$ cat config.mk
export PLATFORM = sky130hd
export DESIGN_NAME = fetch_top
export DESIGN_NICKNAME = d
export VERILOG_FILES = /design/src/logic/core_cfg_pkg.sv /design/src/logic/fetch_pkg.sv /design/src/logic/pc_gen.sv /design/src/logic/md_hold_ctrl.sv /design/src/logic/fetch_ctrl.sv /design/src/logic/inst_rom.sv /design/src/logic/fetch_top.sv
export SDC_FILE = /design/constraint.sdc
export NUM_CORES = 1
export LEC_CHECK = 0
export ABC_AREA = 1
export BUFFER_PORTS_ARGS = -buffer_cell sky130_fd_sc_hd__buf_4
export CAP_MARGIN = 5
export CORE_UTILIZATION = 40
export CTS_CLUSTER_SIZE = 30
export DETAILED_ROUTE_END_ITERATION = 16
export GPL_ROUTABILITY_DRIVEN = 0
export PLACE_DENSITY = 0.65
export RECOVER_POWER = 50
export SLEW_MARGIN = 10
export SYNTH_ARGS = -nofsm -noshare
export SYNTH_HDL_FRONTEND = slang
export SYNTH_SLANG_ARGS = --single-unit
$ cat constraint.sdc
create_clock -name clk -period 1.6 [get_ports clk]
set_clock_uncertainty 0.1 [all_clocks]
set_input_delay 0.16 -clock clk [delete_from_list [all_inputs] [get_ports clk]]
set_output_delay 0.16 -clock clk [all_outputs]
set_load 0.02 [all_outputs]
$ cat src/prog.hex
// one 32-bit instruction word per line, word 0 at the reset address
00100093
00200113
00300193
00400213
00500293
00600313
00700393
00800413
00900093
00a00113
00b00193
00c00213
00d00293
00e00313
00f00393
01000413
01100093
01200113
01300193
01400213
01500293
01600313
01700393
01800413
01900093
01a00113
01b00193
01c00213
01d00293
01e00313
01f00393
02000413
02100093
02200113
02300193
02400213
02500293
02600313
02700393
02800413
02900093
02a00113
02b00193
02c00213
02d00293
02e00313
02f00393
03000413
03100093
03200113
03300193
03400213
03500293
03600313
03700393
03800413
03900093
03a00113
03b00193
03c00213
03d00293
03e00313
03f00393
04000413

$ cat src/logic/core_cfg_pkg.sv
`default_nettype none

package core_cfg_pkg;

    // data and address width.
    localparam int unsigned xlen = 32;

    // transaction id width on the memory channels.
    localparam int unsigned id_w = 4;

    // first fetch address after reset.
    localparam logic [xlen-1:0] reset_pc = 32'h8000_0000;

endpackage

`default_nettype wire

$ cat src/logic/fetch_pkg.sv
`default_nettype none

package fetch_pkg;

    import core_cfg_pkg::*;

    // read address channel, fetch side to memory.
    typedef struct packed {
        logic            valid;
        logic [xlen-1:0] addr;
        logic [id_w-1:0] id;
    } ar_req_t;

    // read data channel, single cycle, no ready.
    typedef struct packed {
        logic            valid;
        logic [xlen-1:0] data;
        logic [id_w-1:0] id;
    } r_rsp_t;

    // taken branch or jump from decode.
    typedef struct packed {
        logic            valid;
        logic [xlen-1:0] target;
    } redirect_t;

    // instruction handed to decode.
    typedef struct packed {
        logic            valid;
        logic [xlen-1:0] pc;
        logic [xlen-1:0] inst;
    } fetch_out_t;

endpackage

`default_nettype wire

$ cat src/logic/pc_gen.sv
`timescale 1ns/1ps
`default_nettype none

module pc_gen import core_cfg_pkg::*, fetch_pkg::*; #(
    parameter int unsigned     XLEN     = xlen,
    parameter logic [XLEN-1:0] RESET_PC = reset_pc
) (
    input  logic            clk,
    input  logic            rst_n,
    input  redirect_t       redirect,
    input  logic            fetch_done,
    input  logic            pc_hold,
    output logic [XLEN-1:0] curr_pc
);

    logic step_pend;
    logic skip_step;

    // A redirect that lands while a fetch is still owed to decode replaces
    // the step of that fetch, so the next request goes to the target.
    always_ff @(posedge clk or negedge rst_n) begin
        if (!rst_n) begin
            curr_pc   <= RESET_PC;
            step_pend <= 1'b0;
            skip_step <= 1'b0;
        end else if (redirect.valid) begin
            curr_pc   <= redirect.target;
            step_pend <= 1'b0;
            skip_step <= !fetch_done;    // old fetch still in flight.
        end else if (fetch_done && skip_step) begin
            skip_step <= 1'b0;           // step already taken by target.
        end else if (pc_hold) begin
            if (fetch_done) begin
                step_pend <= 1'b1;       // apply once hold drops.
            end
        end else if (fetch_done || step_pend) begin
            curr_pc   <= curr_pc + XLEN'(4);
            step_pend <= 1'b0;
        end
    end

endmodule

`default_nettype wire

$ cat src/logic/md_hold_ctrl.sv
`timescale 1ns/1ps
`default_nettype none

module md_hold_ctrl (
    input  logic clk,
    input  logic rst_n,
    input  logic md_start,
    input  logic md_done,
    output logic pc_hold
);

    typedef enum logic [1:0] {
        md_idle,
        md_busy,
        md_finish
    } md_state_t;

    md_state_t state;
    md_state_t state_nxt;

    always_ff @(posedge clk or negedge rst_n) begin
        if (!rst_n) begin
            state <= md_idle;
        end else begin
            state <= state_nxt;
        end
    end

    always_comb begin
        state_nxt = state;
        case (state)
            md_idle: begin
                if (md_start) begin
                    state_nxt = md_busy;
                end
            end
            md_busy: begin
                if (md_done) begin
                    state_nxt = md_finish;  // result written back.
                end
            end
            md_finish: begin
                state_nxt = md_start ? md_busy : md_idle;
            end
            default: state_nxt = md_idle;
        endcase
    end

    assign pc_hold = (state == md_busy);

endmodule

`default_nettype wire

$ cat src/logic/fetch_ctrl.sv
`timescale 1ns/1ps
`default_nettype none

module fetch_ctrl import core_cfg_pkg::*, fetch_pkg::*; #(
    parameter int unsigned XLEN     = xlen,
    parameter int unsigned ID_W     = id_w,
    parameter int unsigned FETCH_ID = 1
) (
    input  logic            clk,
    input  logic            rst_n,
    input  logic [XLEN-1:0] curr_pc,
    output ar_req_t         ar_req,
    input  logic            ar_ready,
    input  r_rsp_t          r_rsp,
    output fetch_out_t      fetch_out,
    input  logic            fetch_ready,
    output logic            fetch_done
);

    typedef enum logic [1:0] {
        st_idle,
        st_req,
        st_wait,
        st_deliver
    } state_t;

    localparam logic [ID_W-1:0] fetch_tag = ID_W'(FETCH_ID);

    state_t          state;
    state_t          state_nxt;
    logic [XLEN-1:0] pc_q;
    logic [XLEN-1:0] inst_q;
    logic            req_hs;
    logic            rsp_hit;

    assign req_hs     = ar_req.valid && ar_ready;
    assign rsp_hit    = r_rsp.valid && (r_rsp.id == fetch_tag);  // foreign ids dropped.
    assign fetch_done = (state == st_deliver) && fetch_ready;

    always_ff @(posedge clk or negedge rst_n) begin
        if (!rst_n) begin
            state <= st_idle;
        end else begin
            state <= state_nxt;
        end
    end

    always_comb begin
        state_nxt = state;
        case (state)
            st_idle: state_nxt = st_req;
            st_req: begin
                if (req_hs) begin
                    state_nxt = st_wait;
                end
            end
            st_wait: begin
                if (rsp_hit) begin
                    state_nxt = st_deliver;
                end
            end
            st_deliver: begin
                if (fetch_ready) begin
                    state_nxt = st_req;
                end
            end
            default: state_nxt = st_idle;
        endcase
    end

    always_ff @(posedge clk) begin
        if (req_hs) begin
            pc_q <= curr_pc;             // pc that owns this fetch.
        end
        if ((state == st_wait) && rsp_hit) begin
            inst_q <= r_rsp.data;
        end
    end

    always_comb begin
        ar_req.valid    = (state == st_req);
        ar_req.addr     = curr_pc;
        ar_req.id       = fetch_tag;
        fetch_out.valid = (state == st_deliver);  // held until accepted.
        fetch_out.pc    = pc_q;
        fetch_out.inst  = inst_q;
    end

endmodule

`default_nettype wire

$ cat src/logic/inst_rom.sv
`timescale 1ns/1ps
`default_nettype none

module inst_rom import core_cfg_pkg::*, fetch_pkg::*; #(
    parameter int unsigned     XLEN        = xlen,
    parameter int unsigned     ID_W        = id_w,
    parameter logic [XLEN-1:0] RESET_PC    = reset_pc,
    parameter int unsigned     MEM_LATENCY = 3,
    parameter int unsigned     MEM_WORDS   = 64
) (
    input  logic    clk,
    input  logic    rst_n,
    input  ar_req_t ar_req,
    output logic    ar_ready,
    output r_rsp_t  r_rsp
);

    localparam int unsigned cnt_w  = $clog2(MEM_LATENCY + 1);
    localparam int unsigned addr_w = $clog2(MEM_WORDS);

    logic [XLEN-1:0]  mem [MEM_WORDS];
    logic [XLEN-1:0]  offset;
    logic             in_range;
    logic [XLEN-1:0]  rd_word;
    logic [cnt_w-1:0] cnt;
    logic [XLEN-1:0]  data_q;
    logic [ID_W-1:0]  id_q;

    initial begin
        $readmemh("/design/src/prog.hex", mem);
    end

    assign offset   = ar_req.addr - RESET_PC;      // below base wraps high.
    assign in_range = (offset >> 2) < XLEN'(MEM_WORDS);
    assign rd_word  = in_range ? mem[offset[addr_w+1:2]] : '0;
    assign ar_ready = (cnt == '0);

    // cnt counts down the latency, response fires on the last count.
    always_ff @(posedge clk or negedge rst_n) begin
        if (!rst_n) begin
            cnt <= '0;
        end else if (ar_req.valid && ar_ready) begin
            cnt <= cnt_w'(MEM_LATENCY);
        end else if (cnt != '0) begin
            cnt <= cnt - cnt_w'(1);
        end
    end

    always_ff @(posedge clk) begin
        if (ar_req.valid && ar_ready) begin
            data_q <= rd_word;
            id_q   <= ar_req.id;
        end
    end

    always_comb begin
        r_rsp.valid = (cnt == cnt_w'(1));
        r_rsp.data  = data_q;
        r_rsp.id    = id_q;
    end

endmodule

`default_nettype wire

$ cat src/logic/fetch_top.sv
`timescale 1ns/1ps
`default_nettype none

module fetch_top import core_cfg_pkg::*, fetch_pkg::*; #(
    parameter int unsigned     XLEN        = xlen,
    parameter int unsigned     ID_W        = id_w,
    parameter logic [XLEN-1:0] RESET_PC    = reset_pc,
    parameter int unsigned     MEM_LATENCY = 3,
    parameter int unsigned     MEM_WORDS   = 64,
    parameter int unsigned     FETCH_ID    = 1
) (
    input  logic       clk,
    input  logic       rst_n,
    input  redirect_t  redirect,
    input  logic       md_start,
    input  logic       md_done,
    input  logic       fetch_ready,
    output fetch_out_t fetch_out
);

    ar_req_t         ar_req;
    logic            ar_ready;
    r_rsp_t          r_rsp;
    logic [XLEN-1:0] curr_pc;
    logic            fetch_done;
    logic            pc_hold;

    pc_gen #(
        .XLEN     (XLEN),
        .RESET_PC (RESET_PC)
    ) u_pc_gen (
        .clk        (clk),
        .rst_n      (rst_n),
        .redirect   (redirect),
        .fetch_done (fetch_done),
        .pc_hold    (pc_hold),
        .curr_pc    (curr_pc)
    );

    md_hold_ctrl u_md_hold_ctrl (
        .clk      (clk),
        .rst_n    (rst_n),
        .md_start (md_start),
        .md_done  (md_done),
        .pc_hold  (pc_hold)
    );

    fetch_ctrl #(
        .XLEN     (XLEN),
        .ID_W     (ID_W),
        .FETCH_ID (FETCH_ID)
    ) u_fetch_ctrl (
        .clk         (clk),
        .rst_n       (rst_n),
        .curr_pc     (curr_pc),
        .ar_req      (ar_req),
        .ar_ready    (ar_ready),
        .r_rsp       (r_rsp),
        .fetch_out   (fetch_out),
        .fetch_ready (fetch_ready),
        .fetch_done  (fetch_done)
    );

    inst_rom #(
        .XLEN        (XLEN),
        .ID_W        (ID_W),
        .RESET_PC    (RESET_PC),
        .MEM_LATENCY (MEM_LATENCY),
        .MEM_WORDS   (MEM_WORDS)
    ) u_inst_rom (
        .clk      (clk),
        .rst_n    (rst_n),
        .ar_req   (ar_req),
        .ar_ready (ar_ready),
        .r_rsp    (r_rsp)
    );

endmodule

`default_nettype wire

==> reports/summary.txt, run 1 <==
Post-route DRC = 0
Synth Area in Simple Gates = 0.296
largest area contributor in the netlist = dfrtp_1
Final Critical Period = 1.65 ns
failing checks = negative setup slack
FF-to-FF End = u_pc_gen.curr_pc[9]
synthesized area = 4080 um^2
Skew-Pair Late Insertion Delay = 0.36 ns
Post-Synth Adder-Cell Area = 0.0215
Final Max Tran Viols = 0
Routed WL = 9880 um
Async SR Flop Fraction = 0.556
MaxCap Viol Count = 0
Peak VDD IR = 0.665 mV
first-pass GRT wire length = 15100 um
core area = 9820 um^2
Avg WL per Cell = 13.0 um
hold path depth = 5
register bit count reported by yosys = 72
port bufs = 70
Synth Area in XOR/XNOR = 0.00215
Gate power share = 0.442
worst hold-check path type = in -> reg
NetSw = 3.41 mW
synthesized area per cell = 8.03 um^2
DR pass1 iterations = 5
synth unique cells = 33
Reg2Reg Depth = 10
period utilization = 1.03
final hold slack = 0.00294 ns
number of buffers created by CTS = 9
Max clock buf depth = 2
Final Hold Vio Count = 0
filler instances = 946
PnR worst setup slack = -0.0498 ns
Clk pwr share = 0.174
die area = 10600 um^2
RSZ-0062 raised after global routing = true
Worst Hold End = u_pc_gen.curr_pc[11]
Post-synth EDFFs = 32
clk slew on worst S/H paths = 0.07 ns
register share of total power = 0.384
cell area after layout = 5470 um^2
Worst Tran Pin Value = 0.582 ns
Int Pwr = 5.27 mW
die width = 103 um
Post-synth top flop = dfrtp_1
mux cell area share after synthesis = 0
# clock sinks = 72
worst r2r src = u_fetch_ctrl.state[1]
die extent in y = 103 um
Compound-Gate Fraction of Synth Area = 0.0684
Root Buffer = clkbuf_8
GRT Util Overall = 0.189
Nets = 668
layout cells sized above 1 = 0.283
pwr dens = 1590 nW/um^2
Layout area overhead = 34.0%
reg2reg setup slack = -0.05 ns
n_diodes = 0
CTS HTree Levels = 3
HPWL Detailed = 6660 um
initial antenna violation count = 0
largest family of logic cells by synthesized area = simple AND/OR/NAND/NOR gates
run status = complete, but fails checks
GRT overflow = 0
vias per cell = 4.76
Pleak = 2.56 nW
Net Sw Frac = 0.393
Critical Path Sink Type = register
row count = 36
CP Class = reg -> reg
Ports = 103
largest cells by area after synthesis = dfrtp_1, edfxtp_1, nand2_1
crit path DAT = 1.83 ns
DRT antenna net count = 0
proportion of synthesized chip area in sequential cells = 0.481
Worst setup SP type = register
Crit Path Max Fanout = 7
Worst slew margin = 0.612
1st-iter DRT viols = 135
CTS tree = yes
Cells after Synth = 508
CP required = 1.78 ns
DP Area = 4780 um^2
Final TNS setup = -0.324 ns
synth warn = 0
vias in the first global route = 3316
worst hold start = redirect[11]
Setup violations, final = 16
fmax = 606 MHz
largest net degree at the start of global routing = 41
Synth top area share = 0.239
vias = 3621
Initial Util = 0.416
==> worst max-delay path, stage by stage, from the launching register on <==
cell and delay (ns):
dfrtp_1 0.39, ha_2 0.19, nand2_2 0.09, nor2_2 0.04, nor2_2 0.14, nand2_4 0.13
inv_4 0.11, buf_12 0.12, buf_8 0.12, a21oi_2 0.05, a21oi_1 0.10
==> final cells by class <==
cell class	count	area, um^2	area share
Sequential cell	72	1970	0.360
Multi-Input combinational cell	374	1840	0.336
Clock inverter	3	40.0	0.00732
Timing Repair Buffer	119	1100	0.202
Inverter	47	185	0.0339
Tap cell	133	166	0.0304
Clock buffer	13	169	0.0309
==> repair_timing <==
| action | CTS | global route |
|---|---|---|
| endpoints found under the hold margin | 48 | 0 |
| endpoints found under the setup margin | 5 | 51 |
| setup buffers | 0 | 8 |
| resized for setup | 4 | 50 |
| pin swaps | 2 | 12 |
| hold buffers | 12 | 0 |
| cloned | 1 | 5 |
==> synthesized netlist by cell type, types with 4 or more instances <==
cell type / number
ha_1: 7
nand2_2: 4
nand3_1: 34
a21oi_1: 24
o21ai_1: 7
nor2_2: 5
edfxtp_1: 32
nor2_1: 76
nand2_1: 147
inv_1: 45
buf_6: 4
or2_2: 5
buf_4: 34
dfrtp_1: 39
o21ai_0: 15
==> routing by layer <==
metal  routed length [um]  vias up  GRT usage
met2                 4670      145      0.309
li1                     -     1781          -
met1                 4320     1672      0.240
met5                    0        -          0
met3                  594       23     0.0305
met4                  287        0     0.0997
==> per-stage QoR <==
step / instances / total power, mW / setup slack [ns] / utilization
after floorplan: 539 / 5.34 / -0.0244 / -
after global placement: 720 / 6.36 / 0.0353 / 0.486
after detailed placement: 720 / 6.48 / -0.000399 / 0.486
after CTS: 749 / 8.12 / 0.00484 / 0.525
after global routing: 761 / 9.32 / -0.144 / 0.557
final: 761 / 8.68 / -0.0498 / 0.557
==> sequential cells by signal, indices dropped and copies added (netlist names) <==
signal and count:
u_md_hold_ctrl.state 2, u_fetch_ctrl.pc_q 32, u_pc_gen.skip_step 1, u_fetch_ctrl.state 2, u_pc_gen.step_pend 1, u_pc_gen.curr_pc 32
u_inst_rom.cnt 2
==> power by group through the flow <==
| stage | logic [mW] | clock network [mW] | registers (mW) |
|---|---|---|---|
| 3_5_place_dp | 3.13 | 0 | 3.35 |
| 6_report | 3.84 | 1.51 | 3.33 |
| 2_1_floorplan | 1.94 | 0 | 3.40 |
| 5_1_grt | 4.27 | 1.62 | 3.43 |
| 4_1_cts | 3.26 | 1.54 | 3.31 |
| 3_3_place_gp | 3.03 | 0 | 3.32 |
==> kinds of logic after synthesis <==
| logic type | count (synthesis) |
|---|---|
| buf+inv | 93 |
| fa+ha+maj | 7 |
| xor+xnor | 1 |
| flops | 72 |
| simple gates | 281 |
| other cells | 1 |
| compound gates | 53 |
==> worst max-delay path by stage <==
| stage | from | to | slack (ns) | cells after the start |
|---|---|---|---|---|
| after global placement | u_fetch_ctrl.state[0] | u_pc_gen.curr_pc[30] | 0.04 | 9 |
| after CTS | u_fetch_ctrl.state[0] | u_pc_gen.curr_pc[4] | 0.005 | 9 |
| after floorplan | u_fetch_ctrl.state[0] | u_pc_gen.curr_pc[5] | -0.02 | 9 |
| final | u_fetch_ctrl.state[1] | u_pc_gen.curr_pc[9] | -0.05 | 10 |
| after detailed placement | u_pc_gen.curr_pc[13] | u_pc_gen.curr_pc[24] | -0.0004 | 9 |
| after global routing | u_fetch_ctrl.state[1] | u_pc_gen.curr_pc[16] | -0.14 | 10 |
==> placed cells by master (no fill, tap or decap), drive strengths merged, types with 2 or more instances in the layout <==
cell type	netlist	final
edfxtp	32	32
a21oi	24	24
clkinv	0	2
dlygate4sd3	0	12
nand2	153	153
nor3	2	2
or2	5	5
dfrtp	39	39
nand3	34	34
o21ai	22	22
ha	7	7
a31oi	2	2
buf	41	103
conb	1	32
o22ai	2	2
clkbuf	5	17
nor2	86	86
inv	47	46
Power figures use the tool's default switching activity.
==> run 2: changes to the inputs <==
PLACE_DENSITY = not set   (was 0.65)
SYNTH_HIERARCHICAL = 1   (was not set)
==> run 2 against run 1 <==
  * Critical path type unchanged
  * Cell count increased by 19%
  * The run still ends with negative setup slack left
  * Combinational power increased by 10%
  * Highest routed layer unchanged
  * Critical endpoint is now u_pc_gen/curr_pc[23]
  * Routed wire length increased by 21%
==> reports/summary.txt, run 2 <==
biggest regs = u_fetch_ctrl/inst_q (32), u_fetch_ctrl/pc_q (32), u_pc_gen/curr_pc (32)
met3 Use GR = 0.0446
DR pass1 iterations = 5
Setup violations, final = 21
run status = complete, but fails checks
failing checks = negative setup slack
PnR worst setup slack = -0.0633 ns
synth warn = 6
Avg WL per Cell = 13.2 um
most used routing layer = met2
DRT antenna net count = 0
filler instances = 1146
commonest cells after routing, fill and taps aside = nand2_1, buf_4, edfxtp_1
Max clock buf depth = 2
period utilization = 1.04
Cells after Synth = 567
port bufs = 102
1st-iter DRT viols = 200
clk slew on worst S/H paths = 0.06 ns
met2 Track Usage GR = 0.275
Crit Path Max Fanout = 6
commonest non-fill, non-tap cell in the layout = nand2_1
DP Area = 6310 um^2
Reg2Reg Depth = 11
first-pass GRT wire length = 17300 um
synthesized area per cell = 9.24 um^2
die width = 116 um
initial antenna violation count = 0
Ports = 103
die extent in y = 116 um
FF/Latch Area = 3040 um^2
Worst slew margin = 0.260
Critical Path Sink Type = register
fmax = 601 MHz
Final Core Density = 0.563
GRT Util Overall = 0.170
Peak VDD IR = 0.875 mV
Worst setup SP type = register
Final TNS setup = -0.664 ns
worst hold-check path type = in -> reg
RSZ-0062 raised after global routing = true
Final Critical Period = 1.66 ns
Tot Pwr = 11.1 mW
Worst Tran Pin Value = 1.11 ns
Skew-Pair Late Insertion Delay = 0.36 ns
HPWL Detailed = 7840 um
core area = 12700 um^2
hold path depth = 4
M1 GR Usage = 0.221
Post-route DRC = 0
CP Class = reg -> reg
pwr dens = 1560 nW/um^2
Nets = 771
Final Max Tran Viols = 0
layout cells sized above 1 = 0.328
Layout area overhead = 36.1%
CP required = 1.75 ns
cell area after layout = 7130 um^2
area occupied by multi-input gates = 1910 um^2
vias in the first global route = 3640
vias = 4092
final hold slack = 0.00546 ns
CTS HTree Levels = 3
Initial Util = 0.414
CTS tree = yes
crit path DAT = 1.81 ns
Root Buffer = clkbuf_16
MaxCap Viol Count = 0
Final Hold Vio Count = 0
die area = 13600 um^2
GRT overflow = 0
synthesized area = 5240 um^2
Pleak = 3.19 nW
vias per cell = 4.53
largest net degree at the start of global routing = 41
number of buffers created by CTS = 9
Routed WL = 11900 um
n_diodes = 0
row count = 41
# clock sinks = 108
[run 2: worst max-delay path, stage by stage (launching register included)]
cell and delay (ns):
dfrtp_1 0.38, ha_2 0.19, nand2_2 0.05, inv_2 0.04
nor3_2 0.11, nor2_2 0.07, nand2_4 0.17, buf_6 0.14
clkbuf_16 0.14, nor2_2 0.03, nand2_1 0.06, nand2_1 0.05
[run 2: where the power goes]
group	switching, mW	total (mW)	internal, mW
Clock	0.973	2.49	1.52
Sequential	0.568	4.38	3.81
Combinational	2.44	4.23	1.80
Total	3.98	11.1	7.12
[run 2: final timing paths]
kind / start / end / slack, ns
worst max-delay path: u_fetch_ctrl/state[0] / u_pc_gen/curr_pc[23] / -0.06
worst min-delay path: fetch_ready / u_pc_gen/skip_step / 0.005
worst max register to register: u_fetch_ctrl/state[0] / u_pc_gen/curr_pc[23] / -0.06
worst min register to register: u_pc_gen/curr_pc[1] / u_fetch_ctrl/pc_q[1] / 0.36
max in group asynchronous: rst_n / u_fetch_ctrl/state[0] / 0.27
min in group asynchronous: rst_n / u_pc_gen/curr_pc[1] / 0.45
[run 2: area by class of cell]
type	count	share of cell area
multi-input combinational	385	0.267
timing repair inverter	3	0.00474
inverter	58	0.0328
timing repair buffer	162	0.192
sequential	108	0.427
clock buffer	10	0.0321
tap	172	0.0302
clock inverter	5	0.0142
[run 2: stage by stage]
step / setup slack (ns) / instances
final: -0.0633 / 903
after global routing: -0.146 / 903
after CTS: -0.0271 / 879
after detailed placement: -0.137 / 855
after global placement: -0.0958 / 855
after floorplan: -0.0868 / 600
[run 2: timing repair]
action,CTS,global route
hold endpoints to repair,43,0
pin swaps,3,27
gates resized for setup,4,57
hold buffers,6,0
setup buffers,3,17
setup endpoints to repair,19,94
gates cloned,0,9
[run 2: metal layers]
layer | wire, um | up-vias
met5 | 0 | -
met4 | 158 | 0
met3 | 588 | 12
met2 | 5840 | 88
met1 | 5330 | 1918
li1 | - | 2074
==> run 3: changes to the inputs <==
SKIP_CTS_REPAIR_TIMING = 1   (was not set)
==> run 3 against run 2 <==
  * The flow still finishes with violations (negative setup slack)
  * Die area is the same
  * Global-route usage shrank 0.079 points
  * Via count shrank 0.59%
  * Worst hold slack lost 0.0013 ns
  * Non-clock buffer count shrank 8
  * Largest power group unchanged
==> reports/summary.txt, run 3 (synthesized netlist as in run 2, its figures left out) <==
die area = 13600 um^2
die extent in y = 116 um
CTS tree = yes
Crit Path Max Fanout = 7
worst hold-check path type = in -> reg
die width = 116 um
Post-route DRC = 0
Root Buffer = clkbuf_16
GRT overflow = 0
commonest cells after routing, fill and taps aside = nand2_1, buf_4, edfxtp_1
Setup violations, final = 30
crit path DAT = 1.80 ns
CP Class = reg -> reg
CTS HTree Levels = 3
Max clock buf depth = 2
# clock sinks = 108
Routed WL = 12000 um
CP top delay family = simple AND/OR/NAND/NOR gates
HPWL Detailed = 7840 um
Worst setup SP type = register
MaxCap Viol Count = 0
cells along the critical path = ha_2 -> nand2_2 -> inv_2 -> nor3_2 -> nor2_2 -> nand2_4 -> buf_12 -> a21oi_2 -> o21ai_1 -> nand2_1 -> inv_1
filler instances = 1145
clk slew on worst S/H paths = 0.07 ns
n_diodes = 0
pwr dens = 1560 nW/um^2
DR pass1 iterations = 5
Final Core Density = 0.558
Layout area overhead = 35.0%
slowest CP cell = dfrtp_1
first-pass GRT wire length = 17200 um
core area = 12700 um^2
run status = complete, but fails checks
Pleak = 3.16 nW
Nets = 762
area occupied by multi-input gates = 1920 um^2
vias per cell = 4.55
commonest non-fill, non-tap cell in the layout = nand2_1
GRT Util Overall = 0.170
period utilization = 1.03
Worst Tran Pin Value = 1.13 ns
WP buf/inv = 3
Critical Path Sink Type = register
RSZ-0062 raised after global routing = true
largest net degree at the start of global routing = 41
biggest regs = u_fetch_ctrl/inst_q (32), u_fetch_ctrl/pc_q (32), u_pc_gen/curr_pc (32)
Initial Util = 0.414
initial antenna violation count = 0
Final Critical Period = 1.65 ns
port bufs = 102
vias = 4068
FF/Latch Area = 3040 um^2
number of buffers created by CTS = 9
cell area after layout = 7070 um^2
CP required = 1.75 ns
Skew-Pair Late Insertion Delay = 0.35 ns
Avg WL per Cell = 13.4 um
1st-iter DRT viols = 233
Final Hold Vio Count = 0
final hold slack = 0.00414 ns
Largest stage delay, worst path = 0.35 ns
Ports = 103
fmax = 604 MHz
vias in the first global route = 3600
layout cells sized above 1 = 0.316
PnR worst setup slack = -0.0549 ns
Final Max Tran Viols = 0
DP Area = 6310 um^2
DRT antenna net count = 0
row count = 41
failing checks = negative setup slack
Peak VDD IR = 0.883 mV
Worst slew margin = 0.245
[run 3: cell types whose count changed in the layout (fill, tap and decap cells not counted), moves of 2 or more]
cell and change:
buf_6 -2, nand2_1 +6, a21oi_1 -7, a21oi_2 +6, nor2_2 -7, nor2_1 +8
o21ai_2 +2, buf_4 -5, nand2_2 -7
[run 3: metal layers]
| metal | track usage | vias up | share of wire | wire [um] |
|---|---|---|---|---|
| li1 | - | 2046 | - | - |
| met1 | 0.222 | 1915 | 0.44 | 5310 |
| met2 | 0.271 | 97 | 0.49 | 5850 |
| met3 | 0.0446 | 10 | 0.055 | 662 |
| met4 | 0.0641 | 0 | 0.011 | 136 |
| met5 | 0 | - | 0 | 0 |
[run 3: worst paths after layout]
path	start	slack, ns	to	cells after the start
worst max-delay path	u_fetch_ctrl/state[1]	-0.05	u_pc_gen/curr_pc[14]	11
worst min-delay path	redirect[16]	0.004	u_pc_gen/curr_pc[16]	5
worst max register to register	u_fetch_ctrl/state[1]	-0.05	u_pc_gen/curr_pc[14]	11
worst min register to register	u_pc_gen/curr_pc[1]	0.36	u_fetch_ctrl/pc_q[1]	0
max in group asynchronous	rst_n	0.24	u_pc_gen/curr_pc[22]	2
min in group asynchronous	rst_n	0.47	u_pc_gen/curr_pc[29]	2
[run 3: worst min-delay path: cells and delay by family]
| kind | cells | cell delay (ns) |
|---|---|---|
| buffers and inverters | 2 | 0.13 |
| AOI/OAI and AO/OA | 2 | 0.09 |
| and+or+nand+nor | 1 | 0.04 |
[run 3: layout make-up]
cell class | instances | share of cell area
Clock buffer | 10 | 0.0324
Timing Repair Buffer | 154 | 0.186
Sequential cell | 108 | 0.430
Timing Repair inverter | 2 | 0.00283
Tap cell | 172 | 0.0304
Inverter | 58 | 0.0331
Clock inverter | 5 | 0.0143
Multi-Input combinational cell | 385 | 0.271
[run 3: per-stage QoR]
| step | power [mW] | TNS (ns) | instances | worst slack [ns] |
|---|---|---|---|---|
| floorplan | 6.60 | -3.76 | 600 | -0.0868 |
| CTS | 10.4 | -1.32 | 870 | -0.184 |
| finish | 11.0 | -0.629 | 894 | -0.0549 |
| global route | 11.7 | -4.28 | 894 | -0.131 |
| global placement | 7.79 | -0.316 | 855 | -0.0958 |
| detailed placement | 7.90 | -0.958 | 855 | -0.137 |
[run 3: where the power goes]
part | switching (mW) | total (mW) | internal [mW]
clock network | 0.966 | 2.48 | 1.52
logic | 2.42 | 4.13 | 1.72
registers | 0.579 | 4.39 | 3.81
